`config.mk`:
```
export PLATFORM = sky130hd
export DESIGN_NAME = exec_core
export DESIGN_NICKNAME = d
export VERILOG_FILES = /design/src/rtl/exec_core_pkg.sv /design/src/rtl/issue_dispatch.sv /design/src/rtl/alu_unit.sv /design/src/rtl/mul_unit.sv /design/src/rtl/div_unit.sv /design/src/rtl/writeback_arbiter.sv /design/src/rtl/exec_core.sv
export VERILOG_INCLUDE_DIRS = /design/src /design/src/rtl
export SDC_FILE = /design/constraint.sdc
export NUM_CORES = 2
export LEC_CHECK = 0
export ABC_AREA = 1
export ABC_CLOCK_PERIOD_IN_PS = 12600
export BUFFER_PORTS_ARGS = -buffer_cell sky130_fd_sc_hd__buf_2
export CAP_MARGIN = 20
export CORE_AREA = 2 2 393 278
export CTS_CLUSTER_SIZE = 30
export DETAILED_ROUTE_END_ITERATION = 6
export DIE_AREA = 0 0 395 280
export PLACE_DENSITY = 0.74
export SKIP_LAST_GASP = 1
export SYNTH_ARGS = -nofsm -noshare
export SYNTH_HDL_FRONTEND = slang
export SYNTH_SLANG_ARGS = --single-unit
```
`constraint.sdc`:
```
create_clock -name clk -period 12.6 [get_ports clk]
set_input_delay 0.63 -clock clk [delete_from_list [all_inputs] [get_ports clk]]
set_output_delay 0.63 -clock clk [all_outputs]
set_load 0.005 [all_outputs]
```
`src/rtl/exec_core_defs.svh`:
```
// Width and count macros shared by the execute and writeback core

`ifndef EXEC_CORE_DEFS_SVH
`define EXEC_CORE_DEFS_SVH

////////////////////////////////////////////////////////////
// Datapath widths

// Operand and result width
`define EXEC_XLEN 32

// Instruction ID width, 16 IDs in flight at most
`define EXEC_ID_W 4

////////////////////////////////////////////////////////////
// Unit configuration

// Units that return results through writeback
`define EXEC_NUM_UNITS 3

// Shift-subtract steps per divide
`define EXEC_DIV_CYCLES 32

`endif

```
`src/rtl/exec_core_pkg.sv`:
```
// Operation encodings, unit indices and packet types for the execute core

`include "exec_core_defs.svh"

package exec_core_pkg;

    ////////////////////////////////////////////////////////////
    // Operations
    typedef enum logic [3:0] {
        OP_ADD   = 4'd0,
        OP_SUB   = 4'd1,
        OP_AND   = 4'd2,
        OP_OR    = 4'd3,
        OP_XOR   = 4'd4,
        OP_SLL   = 4'd5,
        OP_SRL   = 4'd6,
        OP_MUL   = 4'd7,
        OP_MULHU = 4'd8,
        OP_DIVU  = 4'd9,
        OP_REMU  = 4'd10
    } op_t;

    // Unit index, lowest value wins first after reset
    typedef enum logic [1:0] {
        UNIT_ALU = 2'd0,
        UNIT_MUL = 2'd1,
        UNIT_DIV = 2'd2
    } unit_t;

    ////////////////////////////////////////////////////////////
    // Packets

    // Decoded operation as it leaves issue
    typedef struct packed {
        logic [`EXEC_ID_W-1:0] id;
        op_t op;
        logic [`EXEC_XLEN-1:0] rs1;
        logic [`EXEC_XLEN-1:0] rs2;
    } issue_packet_t;

    // Finished result tagged with its instruction ID
    typedef struct packed {
        logic [`EXEC_ID_W-1:0] id;
        logic [`EXEC_XLEN-1:0] data;
    } wb_packet_t;

endpackage

```
`src/rtl/issue_dispatch.sv`:
```
// Issue dispatcher that steers each operation to its execution unit

`timescale 1ns/1ps

`include "exec_core_defs.svh"

module issue_dispatch (
        input logic issue_valid,
        input exec_core_pkg::op_t op,

        input logic [`EXEC_NUM_UNITS-1:0] unit_ready,
        output logic [`EXEC_NUM_UNITS-1:0] unit_request,

        output logic issue_ready
    );

    exec_core_pkg::unit_t unit_sel;

    ////////////////////////////////////////////////////////////
    // Unit decode
    // Only place where an operation is mapped to a unit
    always_comb begin
        case (op)
            exec_core_pkg::OP_MUL,
            exec_core_pkg::OP_MULHU: unit_sel = exec_core_pkg::UNIT_MUL;
            exec_core_pkg::OP_DIVU,
            exec_core_pkg::OP_REMU: unit_sel = exec_core_pkg::UNIT_DIV;
            default: unit_sel = exec_core_pkg::UNIT_ALU;
        endcase
    end

    ////////////////////////////////////////////////////////////
    // Request and ready routing

    // One-hot request toward the selected unit
    always_comb begin
        unit_request = '0;
        unit_request[unit_sel] = issue_valid;
    end

    // Issue stalls only on the unit this op needs
    assign issue_ready = unit_ready[unit_sel];

endmodule

```
`src/rtl/alu_unit.sv`:
```
// Single-cycle ALU with a held result register toward writeback

`timescale 1ns/1ps

`include "exec_core_defs.svh"

module alu_unit (
        input logic clk,
        input logic rst,

        input logic request,
        input exec_core_pkg::issue_packet_t issue,
        output logic ready,

        output logic done,
        output exec_core_pkg::wb_packet_t result,
        input logic ack
    );

    localparam int SHAMT_W = $clog2(`EXEC_XLEN);

    logic [SHAMT_W-1:0] shamt;
    logic [`EXEC_XLEN-1:0] alu_result;
    logic accept;

    ////////////////////////////////////////////////////////////
    // Datapath
    assign shamt = issue.rs2[SHAMT_W-1:0];

    always_comb begin
        case (issue.op)
            exec_core_pkg::OP_SUB: alu_result = issue.rs1 - issue.rs2;
            exec_core_pkg::OP_AND: alu_result = issue.rs1 & issue.rs2;
            exec_core_pkg::OP_OR:  alu_result = issue.rs1 | issue.rs2;
            exec_core_pkg::OP_XOR: alu_result = issue.rs1 ^ issue.rs2;
            exec_core_pkg::OP_SLL: alu_result = issue.rs1 << shamt;
            exec_core_pkg::OP_SRL: alu_result = issue.rs1 >> shamt;
            default: alu_result = issue.rs1 + issue.rs2;
        endcase
    end

    ////////////////////////////////////////////////////////////
    // Output register
    // Free when empty or being drained this cycle
    assign ready = ~done | ack;
    assign accept = request & ready;

    always_ff @(posedge clk) begin
        if (rst)
            done <= 1'b0;
        else if (accept)
            done <= 1'b1;
        else if (ack)
            done <= 1'b0;
    end

    always_ff @(posedge clk) begin
        if (accept) begin
            result.id <= issue.id;
            result.data <= alu_result;
        end
    end

endmodule

```
`src/rtl/mul_unit.sv`:
```
// Two-stage pipelined unsigned multiplier returning the low or high word

`timescale 1ns/1ps

`include "exec_core_defs.svh"

module mul_unit (
        input logic clk,
        input logic rst,

        input logic request,
        input exec_core_pkg::issue_packet_t issue,
        output logic ready,

        output logic done,
        output exec_core_pkg::wb_packet_t result,
        input logic ack
    );

    // Stage one
    logic s1_valid;
    exec_core_pkg::issue_packet_t s1_packet;

    // Stage two, its valid is done
    logic [`EXEC_ID_W-1:0] s2_id;
    logic [2*`EXEC_XLEN-1:0] s2_product;
    logic s2_high;

    logic s1_free;
    logic s2_free;

    ////////////////////////////////////////////////////////////
    // Pipeline control
    // A stage moves only when the next one is empty or being acked
    assign s2_free = ~done | ack;
    assign s1_free = ~s1_valid | s2_free;
    assign ready = s1_free;

    always_ff @(posedge clk) begin
        if (rst) begin
            s1_valid <= 1'b0;
            done <= 1'b0;
        end else begin
            if (s1_free)
                s1_valid <= request;
            if (s2_free)
                done <= s1_valid;
        end
    end

    ////////////////////////////////////////////////////////////
    // Stage one, capture operands
    always_ff @(posedge clk) begin
        if (request & s1_free)
            s1_packet <= issue;
    end

    ////////////////////////////////////////////////////////////
    // Stage two, full product
    always_ff @(posedge clk) begin
        if (s1_valid & s2_free) begin
            s2_id <= s1_packet.id;
            s2_product <= (2*`EXEC_XLEN)'(s1_packet.rs1) * (2*`EXEC_XLEN)'(s1_packet.rs2);
            s2_high <= (s1_packet.op == exec_core_pkg::OP_MULHU);
        end
    end

    // Word select for MUL or MULHU
    assign result.id = s2_id;
    assign result.data = s2_high ? s2_product[2*`EXEC_XLEN-1:`EXEC_XLEN]
                                 : s2_product[`EXEC_XLEN-1:0];

endmodule

```
`src/rtl/div_unit.sv`:
```
// Iterative restoring divider for unsigned quotient and remainder

`timescale 1ns/1ps

`include "exec_core_defs.svh"

module div_unit (
        input logic clk,
        input logic rst,

        input logic request,
        input exec_core_pkg::issue_packet_t issue,
        output logic ready,

        output logic done,
        output exec_core_pkg::wb_packet_t result,
        input logic ack
    );

    localparam int CNT_W = $clog2(`EXEC_DIV_CYCLES);

    logic busy;
    logic last;
    logic accept;
    logic [CNT_W-1:0] count;

    // Quotient shifts in from the dividend side
    logic [`EXEC_XLEN-1:0] quotient;
    logic [`EXEC_XLEN-1:0] remainder;
    logic [`EXEC_XLEN-1:0] divisor;
    logic [`EXEC_ID_W-1:0] div_id;
    logic rem_sel;

    logic [`EXEC_XLEN:0] shifted;
    logic [`EXEC_XLEN-1:0] diff;
    logic no_borrow;

    ////////////////////////////////////////////////////////////
    // One shift-subtract step
    assign shifted = {remainder, quotient[`EXEC_XLEN-1]};
    assign diff = shifted[`EXEC_XLEN-1:0] - divisor;
    assign no_borrow = (shifted >= {1'b0, divisor});

    ////////////////////////////////////////////////////////////
    // Control
    // Busy from acceptance through the final step
    assign last = (count == CNT_W'(`EXEC_DIV_CYCLES - 1));
    assign ready = ~busy & (~done | ack);
    assign accept = request & ready;

    always_ff @(posedge clk) begin
        if (rst) begin
            busy <= 1'b0;
            done <= 1'b0;
            count <= '0;
        end else begin
            if (accept) begin
                busy <= 1'b1;
                count <= '0;
            end else if (busy) begin
                busy <= ~last;
                count <= count + 1'b1;
            end
            if (busy & last)
                done <= 1'b1;
            else if (ack)
                done <= 1'b0;
        end
    end

    ////////////////////////////////////////////////////////////
    // Working registers, also the held result
    always_ff @(posedge clk) begin
        if (accept) begin
            quotient <= issue.rs1;
            remainder <= '0;
            divisor <= issue.rs2;
            div_id <= issue.id;
            rem_sel <= (issue.op == exec_core_pkg::OP_REMU);
        end else if (busy) begin
            quotient <= {quotient[`EXEC_XLEN-2:0], no_borrow};
            remainder <= no_borrow ? diff : shifted[`EXEC_XLEN-1:0];
        end
    end

    // Zero divisor falls out as all ones and the dividend
    assign result.id = div_id;
    assign result.data = rem_sel ? remainder : quotient;

endmodule

```
`src/rtl/writeback_arbiter.sv`:
```
// Round-robin writeback arbiter merging unit results onto one port

`timescale 1ns/1ps

`include "exec_core_defs.svh"

module writeback_arbiter (
        input logic clk,
        input logic rst,

        input logic [`EXEC_NUM_UNITS-1:0] done,
        input exec_core_pkg::wb_packet_t [`EXEC_NUM_UNITS-1:0] result,
        output logic [`EXEC_NUM_UNITS-1:0] ack,

        output logic wb_valid,
        output exec_core_pkg::wb_packet_t wb
    );

    localparam int IDX_W = $clog2(`EXEC_NUM_UNITS);

    logic [IDX_W-1:0] last_grant;
    logic [IDX_W-1:0] grant_idx;
    logic found;

    ////////////////////////////////////////////////////////////
    // Selection
    // Search starts at the unit after the last grant
    always_comb begin
        logic [IDX_W:0] idx;
        found = 1'b0;
        grant_idx = last_grant;
        for (int i = 1; i <= `EXEC_NUM_UNITS; i++) begin
            idx = {1'b0, last_grant} + (IDX_W + 1)'(i);
            if (idx >= (IDX_W + 1)'(`EXEC_NUM_UNITS))
                idx = idx - (IDX_W + 1)'(`EXEC_NUM_UNITS);
            if (!found && done[idx[IDX_W-1:0]]) begin
                found = 1'b1;
                grant_idx = idx[IDX_W-1:0];
            end
        end
        ack = '0;
        ack[grant_idx] = found;
    end

    ////////////////////////////////////////////////////////////
    // Writeback register
    always_ff @(posedge clk) begin
        if (rst) begin
            wb_valid <= 1'b0;
            last_grant <= IDX_W'(`EXEC_NUM_UNITS - 1);
        end else begin
            wb_valid <= found;
            if (found)
                last_grant <= grant_idx;
        end
    end

    always_ff @(posedge clk) begin
        if (found)
            wb <= result[grant_idx];
    end

endmodule

```
`src/rtl/exec_core.sv`:
```
// Execute and writeback top with dispatch, three units and the arbiter

`timescale 1ns/1ps

`include "exec_core_defs.svh"

module exec_core (
        input logic clk,
        input logic rst,

        input logic issue_valid,
        input exec_core_pkg::issue_packet_t issue,
        output logic issue_ready,

        output logic wb_valid,
        output exec_core_pkg::wb_packet_t wb
    );

    ////////////////////////////////////////////////////////////
    // Connecting signals
    logic [`EXEC_NUM_UNITS-1:0] unit_request;
    logic [`EXEC_NUM_UNITS-1:0] unit_ready;
    logic [`EXEC_NUM_UNITS-1:0] unit_done;
    logic [`EXEC_NUM_UNITS-1:0] unit_ack;
    exec_core_pkg::wb_packet_t [`EXEC_NUM_UNITS-1:0] unit_result;

    ////////////////////////////////////////////////////////////
    // Dispatch
    issue_dispatch dispatch_block (
        .issue_valid (issue_valid),
        .op (issue.op),
        .unit_ready (unit_ready),
        .unit_request (unit_request),
        .issue_ready (issue_ready)
    );

    ////////////////////////////////////////////////////////////
    // Execution units
    alu_unit alu_unit_block (
        .clk (clk),
        .rst (rst),
        .request (unit_request[exec_core_pkg::UNIT_ALU]),
        .issue (issue),
        .ready (unit_ready[exec_core_pkg::UNIT_ALU]),
        .done (unit_done[exec_core_pkg::UNIT_ALU]),
        .result (unit_result[exec_core_pkg::UNIT_ALU]),
        .ack (unit_ack[exec_core_pkg::UNIT_ALU])
    );

    mul_unit mul_unit_block (
        .clk (clk),
        .rst (rst),
        .request (unit_request[exec_core_pkg::UNIT_MUL]),
        .issue (issue),
        .ready (unit_ready[exec_core_pkg::UNIT_MUL]),
        .done (unit_done[exec_core_pkg::UNIT_MUL]),
        .result (unit_result[exec_core_pkg::UNIT_MUL]),
        .ack (unit_ack[exec_core_pkg::UNIT_MUL])
    );

    div_unit div_unit_block (
        .clk (clk),
        .rst (rst),
        .request (unit_request[exec_core_pkg::UNIT_DIV]),
        .issue (issue),
        .ready (unit_ready[exec_core_pkg::UNIT_DIV]),
        .done (unit_done[exec_core_pkg::UNIT_DIV]),
        .result (unit_result[exec_core_pkg::UNIT_DIV]),
        .ack (unit_ack[exec_core_pkg::UNIT_DIV])
    );

    ////////////////////////////////////////////////////////////
    // Writeback
    writeback_arbiter writeback_block (
        .clk (clk),
        .rst (rst),
        .done (unit_done),
        .result (unit_result),
        .ack (unit_ack),
        .wb_valid (wb_valid),
        .wb (wb)
    );

endmodule

```
==> results.yml <==
placed_design:
  gp_congestion: 1.11
  hpwl_mm: 162
  pre_cts_slack_ps: 4950
  io_buffers: 112
clock_tree:
  cts_buffers: 36
  clockRootBuffer: "clkbuf_16"
  cts_sinks: 327
  postCtsResizedCells: 0
  cts_buffer_depth: 3
  clk_pin_slew_ps: 80
  cts_hold_buf: 0
  clock_latency_ps: 600
  postCtsSetupBuffers: 0
  cts_max_level: 2
  cts_tree: "built"
setup_path:
  cp-start-kind: "flip-flop"
  rrSetupSlack_ps: 4650
  critical_path_class: "flip-flop to flip-flop"
  worst_ep_required_time_ps: 12930
  crit_path_max_fanout: 19
  end_kind: "flip-flop"
  critPathArrivalTime_ps: 8280
global_routing:
  grt_max_degree: 82
  grt_pass1_wl_mm: 313
  overflow: 0
  antenna_found_initial: 13
  grt_pass1_vias: 51100
  grtUsageTotal_pct: 37.6
cells_and_area:
  drive_above_1_share_pct: 4.69
  num-nets-final: 9085
  area_growth_pct: 5.36
detailed_routing:
  vias: 52200
  vias_per_cell: 5.68
  ant_nets: 0
  drc_errors: 0
  drtIter0Drc: 7349
  avgRoutedWirePerCell_um: 22.4
  firstDrtPassIters: 7
  drt_wl_total_mm: 206
logic_synthesis:
  synth_nets: 9152
  synth_ff_type: "edfxtp_1"
  syn-cell-area_mm2: 0.0583
  syn_inst: 7782
  synth_seq_area_share_pct: 16.1
  synth_enable_flop_cells: 282
  postSynth.asyncResetShare_pct: 0
  syn_avg_cell_area_um2: 7.49
  synth_area_leaders: "fa_1 (31%), nand2_1 (15%), edfxtp_1 (15%)"
  yosys_warnings: 0
  synth.top_cell.area_share_pct: 30.8
  synth_area_leader_cell: "fa_1"
  ys_seq_elements: 327
  ys_types: 52
timing:
  rsz0062_at_grt: "false"
  finalWorstSetupSlack_ps: 4650
  period_share_pct: 63.1
  tightest_slew_ps: 1220
  relSlewSlack_pct: 17.9
  setup_viol: 0
  finClkSkew_ps: 37.4
  tns_ps: 0
  period_needed_ps: 7950
  max_freq_mhz: 126
  finalHoldViolations: 0
  final_max_slew_viol_count: 0
floorplan:
  fp.dieArea_mm2: 0.111
  die_w_um: 395
  fp.coreArea_mm2: 0.107
  num_rows: 101
  start_util_pct: 54.3
  fp.dieH_um: 280
  ios: 113
flow_run:
  max-cap-violations: 0
run_status:
  status: "finished, final reports clean"
min_path:
  hold_path.class: "input port to flip-flop"
==> stage by stage <==
| stage | area [um2] | hold WS (ps) | utilization (%) | std cells |
|---|---|---|---|---|
| 2_1_floorplan | 58300 | 400 | - | 7782 |
| 3_3_place_gp | 60100 | 402 | 56.0 | 9115 |
| 3_5_place_dp | 60100 | 405 | 56.0 | 9116 |
| 4_1_cts | 61300 | 234 | 57.2 | 9182 |
| 5_1_grt | 61400 | 256 | 57.2 | 9187 |
| 6_report | 61400 | 256 | 57.2 | 9194 |
==> synth_stat cells, types with 2 or more instances <==
| cell type | n |
|---|---|
| a211oi_1 | 3 |
| a21boi_0 | 4 |
| a21o_1 | 4 |
| a21oi_1 | 197 |
| a221oi_1 | 20 |
| a22oi_1 | 2 |
| a31o_2 | 2 |
| a31oi_1 | 2 |
| and2_1 | 5 |
| buf_1 | 16 |
| buf_2 | 24 |
| buf_4 | 7 |
| buf_6 | 11 |
| clkbuf_1 | 257 |
| clkinv_1 | 2 |
| dfxtp_1 | 45 |
| edfxtp_1 | 282 |
| fa_1 | 898 |
| ha_1 | 397 |
| inv_1 | 1985 |
| inv_2 | 7 |
| mux2i_1 | 3 |
| nand2_1 | 2311 |
| nand2_2 | 10 |
| nand2_4 | 2 |
| nand3_1 | 416 |
| nand3_2 | 4 |
| nand3_4 | 2 |
| nand3b_1 | 17 |
| nand4_1 | 38 |
| nor2_1 | 307 |
| nor2_2 | 10 |
| nor2_4 | 4 |
| nor3_1 | 35 |
| nor4_1 | 10 |
| o2111ai_1 | 3 |
| o211ai_1 | 88 |
| o21a_1 | 20 |
| o21ai_0 | 172 |
| o21ai_2 | 33 |
| o21bai_1 | 13 |
| o31ai_1 | 5 |
| or2_2 | 9 |
| xnor2_1 | 19 |
| xor2_1 | 74 |
==> registers in the layout, summed over array words and instances (netlist names), 2 cells and up <==
name	cells
mul_unit_block.s1_packet	72
mul_unit_block.s2_product	64
alu_unit_block.result	36
writeback_block.wb	36
div_unit_block.divisor	32
div_unit_block.quotient	32
div_unit_block.remainder	32
div_unit_block.count	5
div_unit_block.div_id	4
mul_unit_block.s2_id	4
writeback_block.last_grant	2
==> layer usage <==
| metal | vias up | track usage [%] | part of all wire [%] |
|---|---|---|---|
| met1 | 25000 | 56.2 | 41 |
| met3 | 441 | 14.5 | 17 |
| met2 | 3729 | 50.1 | 38 |
| li1 | 23000 | - | - |
| met4 | 4 | 10.3 | 3.3 |
| met5 | - | 0 | 0.013 |
==> cell usage in the layout, fill, tap and decap left out, types with 11 or more instances in the layout <==
cell,count
o21a_1,20
o21ai_0,172
a21oi_1,195
dfxtp_1,45
nand4_1,38
o211ai_1,88
a221oi_1,20
edfxtp_1,282
nand3b_1,17
fa_1,898
nand3_1,415
nand2_2,11
nand2_1,2310
xor2_1,74
o21bai_1,13
xnor2_1,19
o21ai_2,33
inv_1,1983
ha_1,397
nor3_1,33
buf_4,94
nor2_1,305
clkbuf_16,36
buf_2,112
==> layout make-up <==
class | instances | area (um2)
antenna | 9 | 22.5
clock buffer | 40 | 936
clock inverter | 26 | 289
fill | 9951 | 45900
inverter | 1995 | 7490
multi-input combinational | 5145 | 40200
sequential | 327 | 9370
tap | 1442 | 1800
timing repair buffer | 210 | 1330
==> worst paths after layout <==
path | startpoint | endpoint | depth (start not counted)
min reg2reg | mul_unit_block.s1_packet[68]$_DFFE_PP_ | mul_unit_block.s2_id[0]$_DFFE_PP_ | 0
max reg2reg | mul_unit_block.s1_packet[42]$_DFFE_PP_ | mul_unit_block.s2_product[58]$_DFFE_PP_ | 25
min | issue[71] | alu_unit_block.result[35]$_DFFE_PP_ | 1
max | mul_unit_block.s1_packet[42]$_DFFE_PP_ | mul_unit_block.s2_product[58]$_DFFE_PP_ | 25
==> critical path: stages (launching register included) <==
cell and delay [ps]:
edfxtp_1 730, buf_4 400, nand2_1 100, inv_1 90, fa_1 430, fa_1 440, fa_1 560, inv_1 50
fa_1 480, inv_1 50, fa_1 520, inv_1 70, fa_1 530, inv_1 50, fa_1 530, fa_1 440
ha_1 370, nand2_1 120, nor2_1 170, nand2_1 170, nor4_1 640, nand2_1 110, nand3_1 280, nand2_1 170
nand3_1 110, nand2_1 90
==> logic make-up after synthesis <==
kind of cell | count (synthesis) | share of synthesized area, %
and+or+nand+nor | 3183 | 22.1
buffers and inverters | 2310 | 15.1
adders and majority gates | 1295 | 39.4
AOI/OAI and AO/OA | 571 | 5.89
DFF | 327 | 16.1
xor gates and xnor gates | 93 | 1.40
muxes | 3 | 0.0515
Power is left out: the tool's default activity adds up to more than one toggle a clock period on the data nets, which glitch-free logic cannot reach.
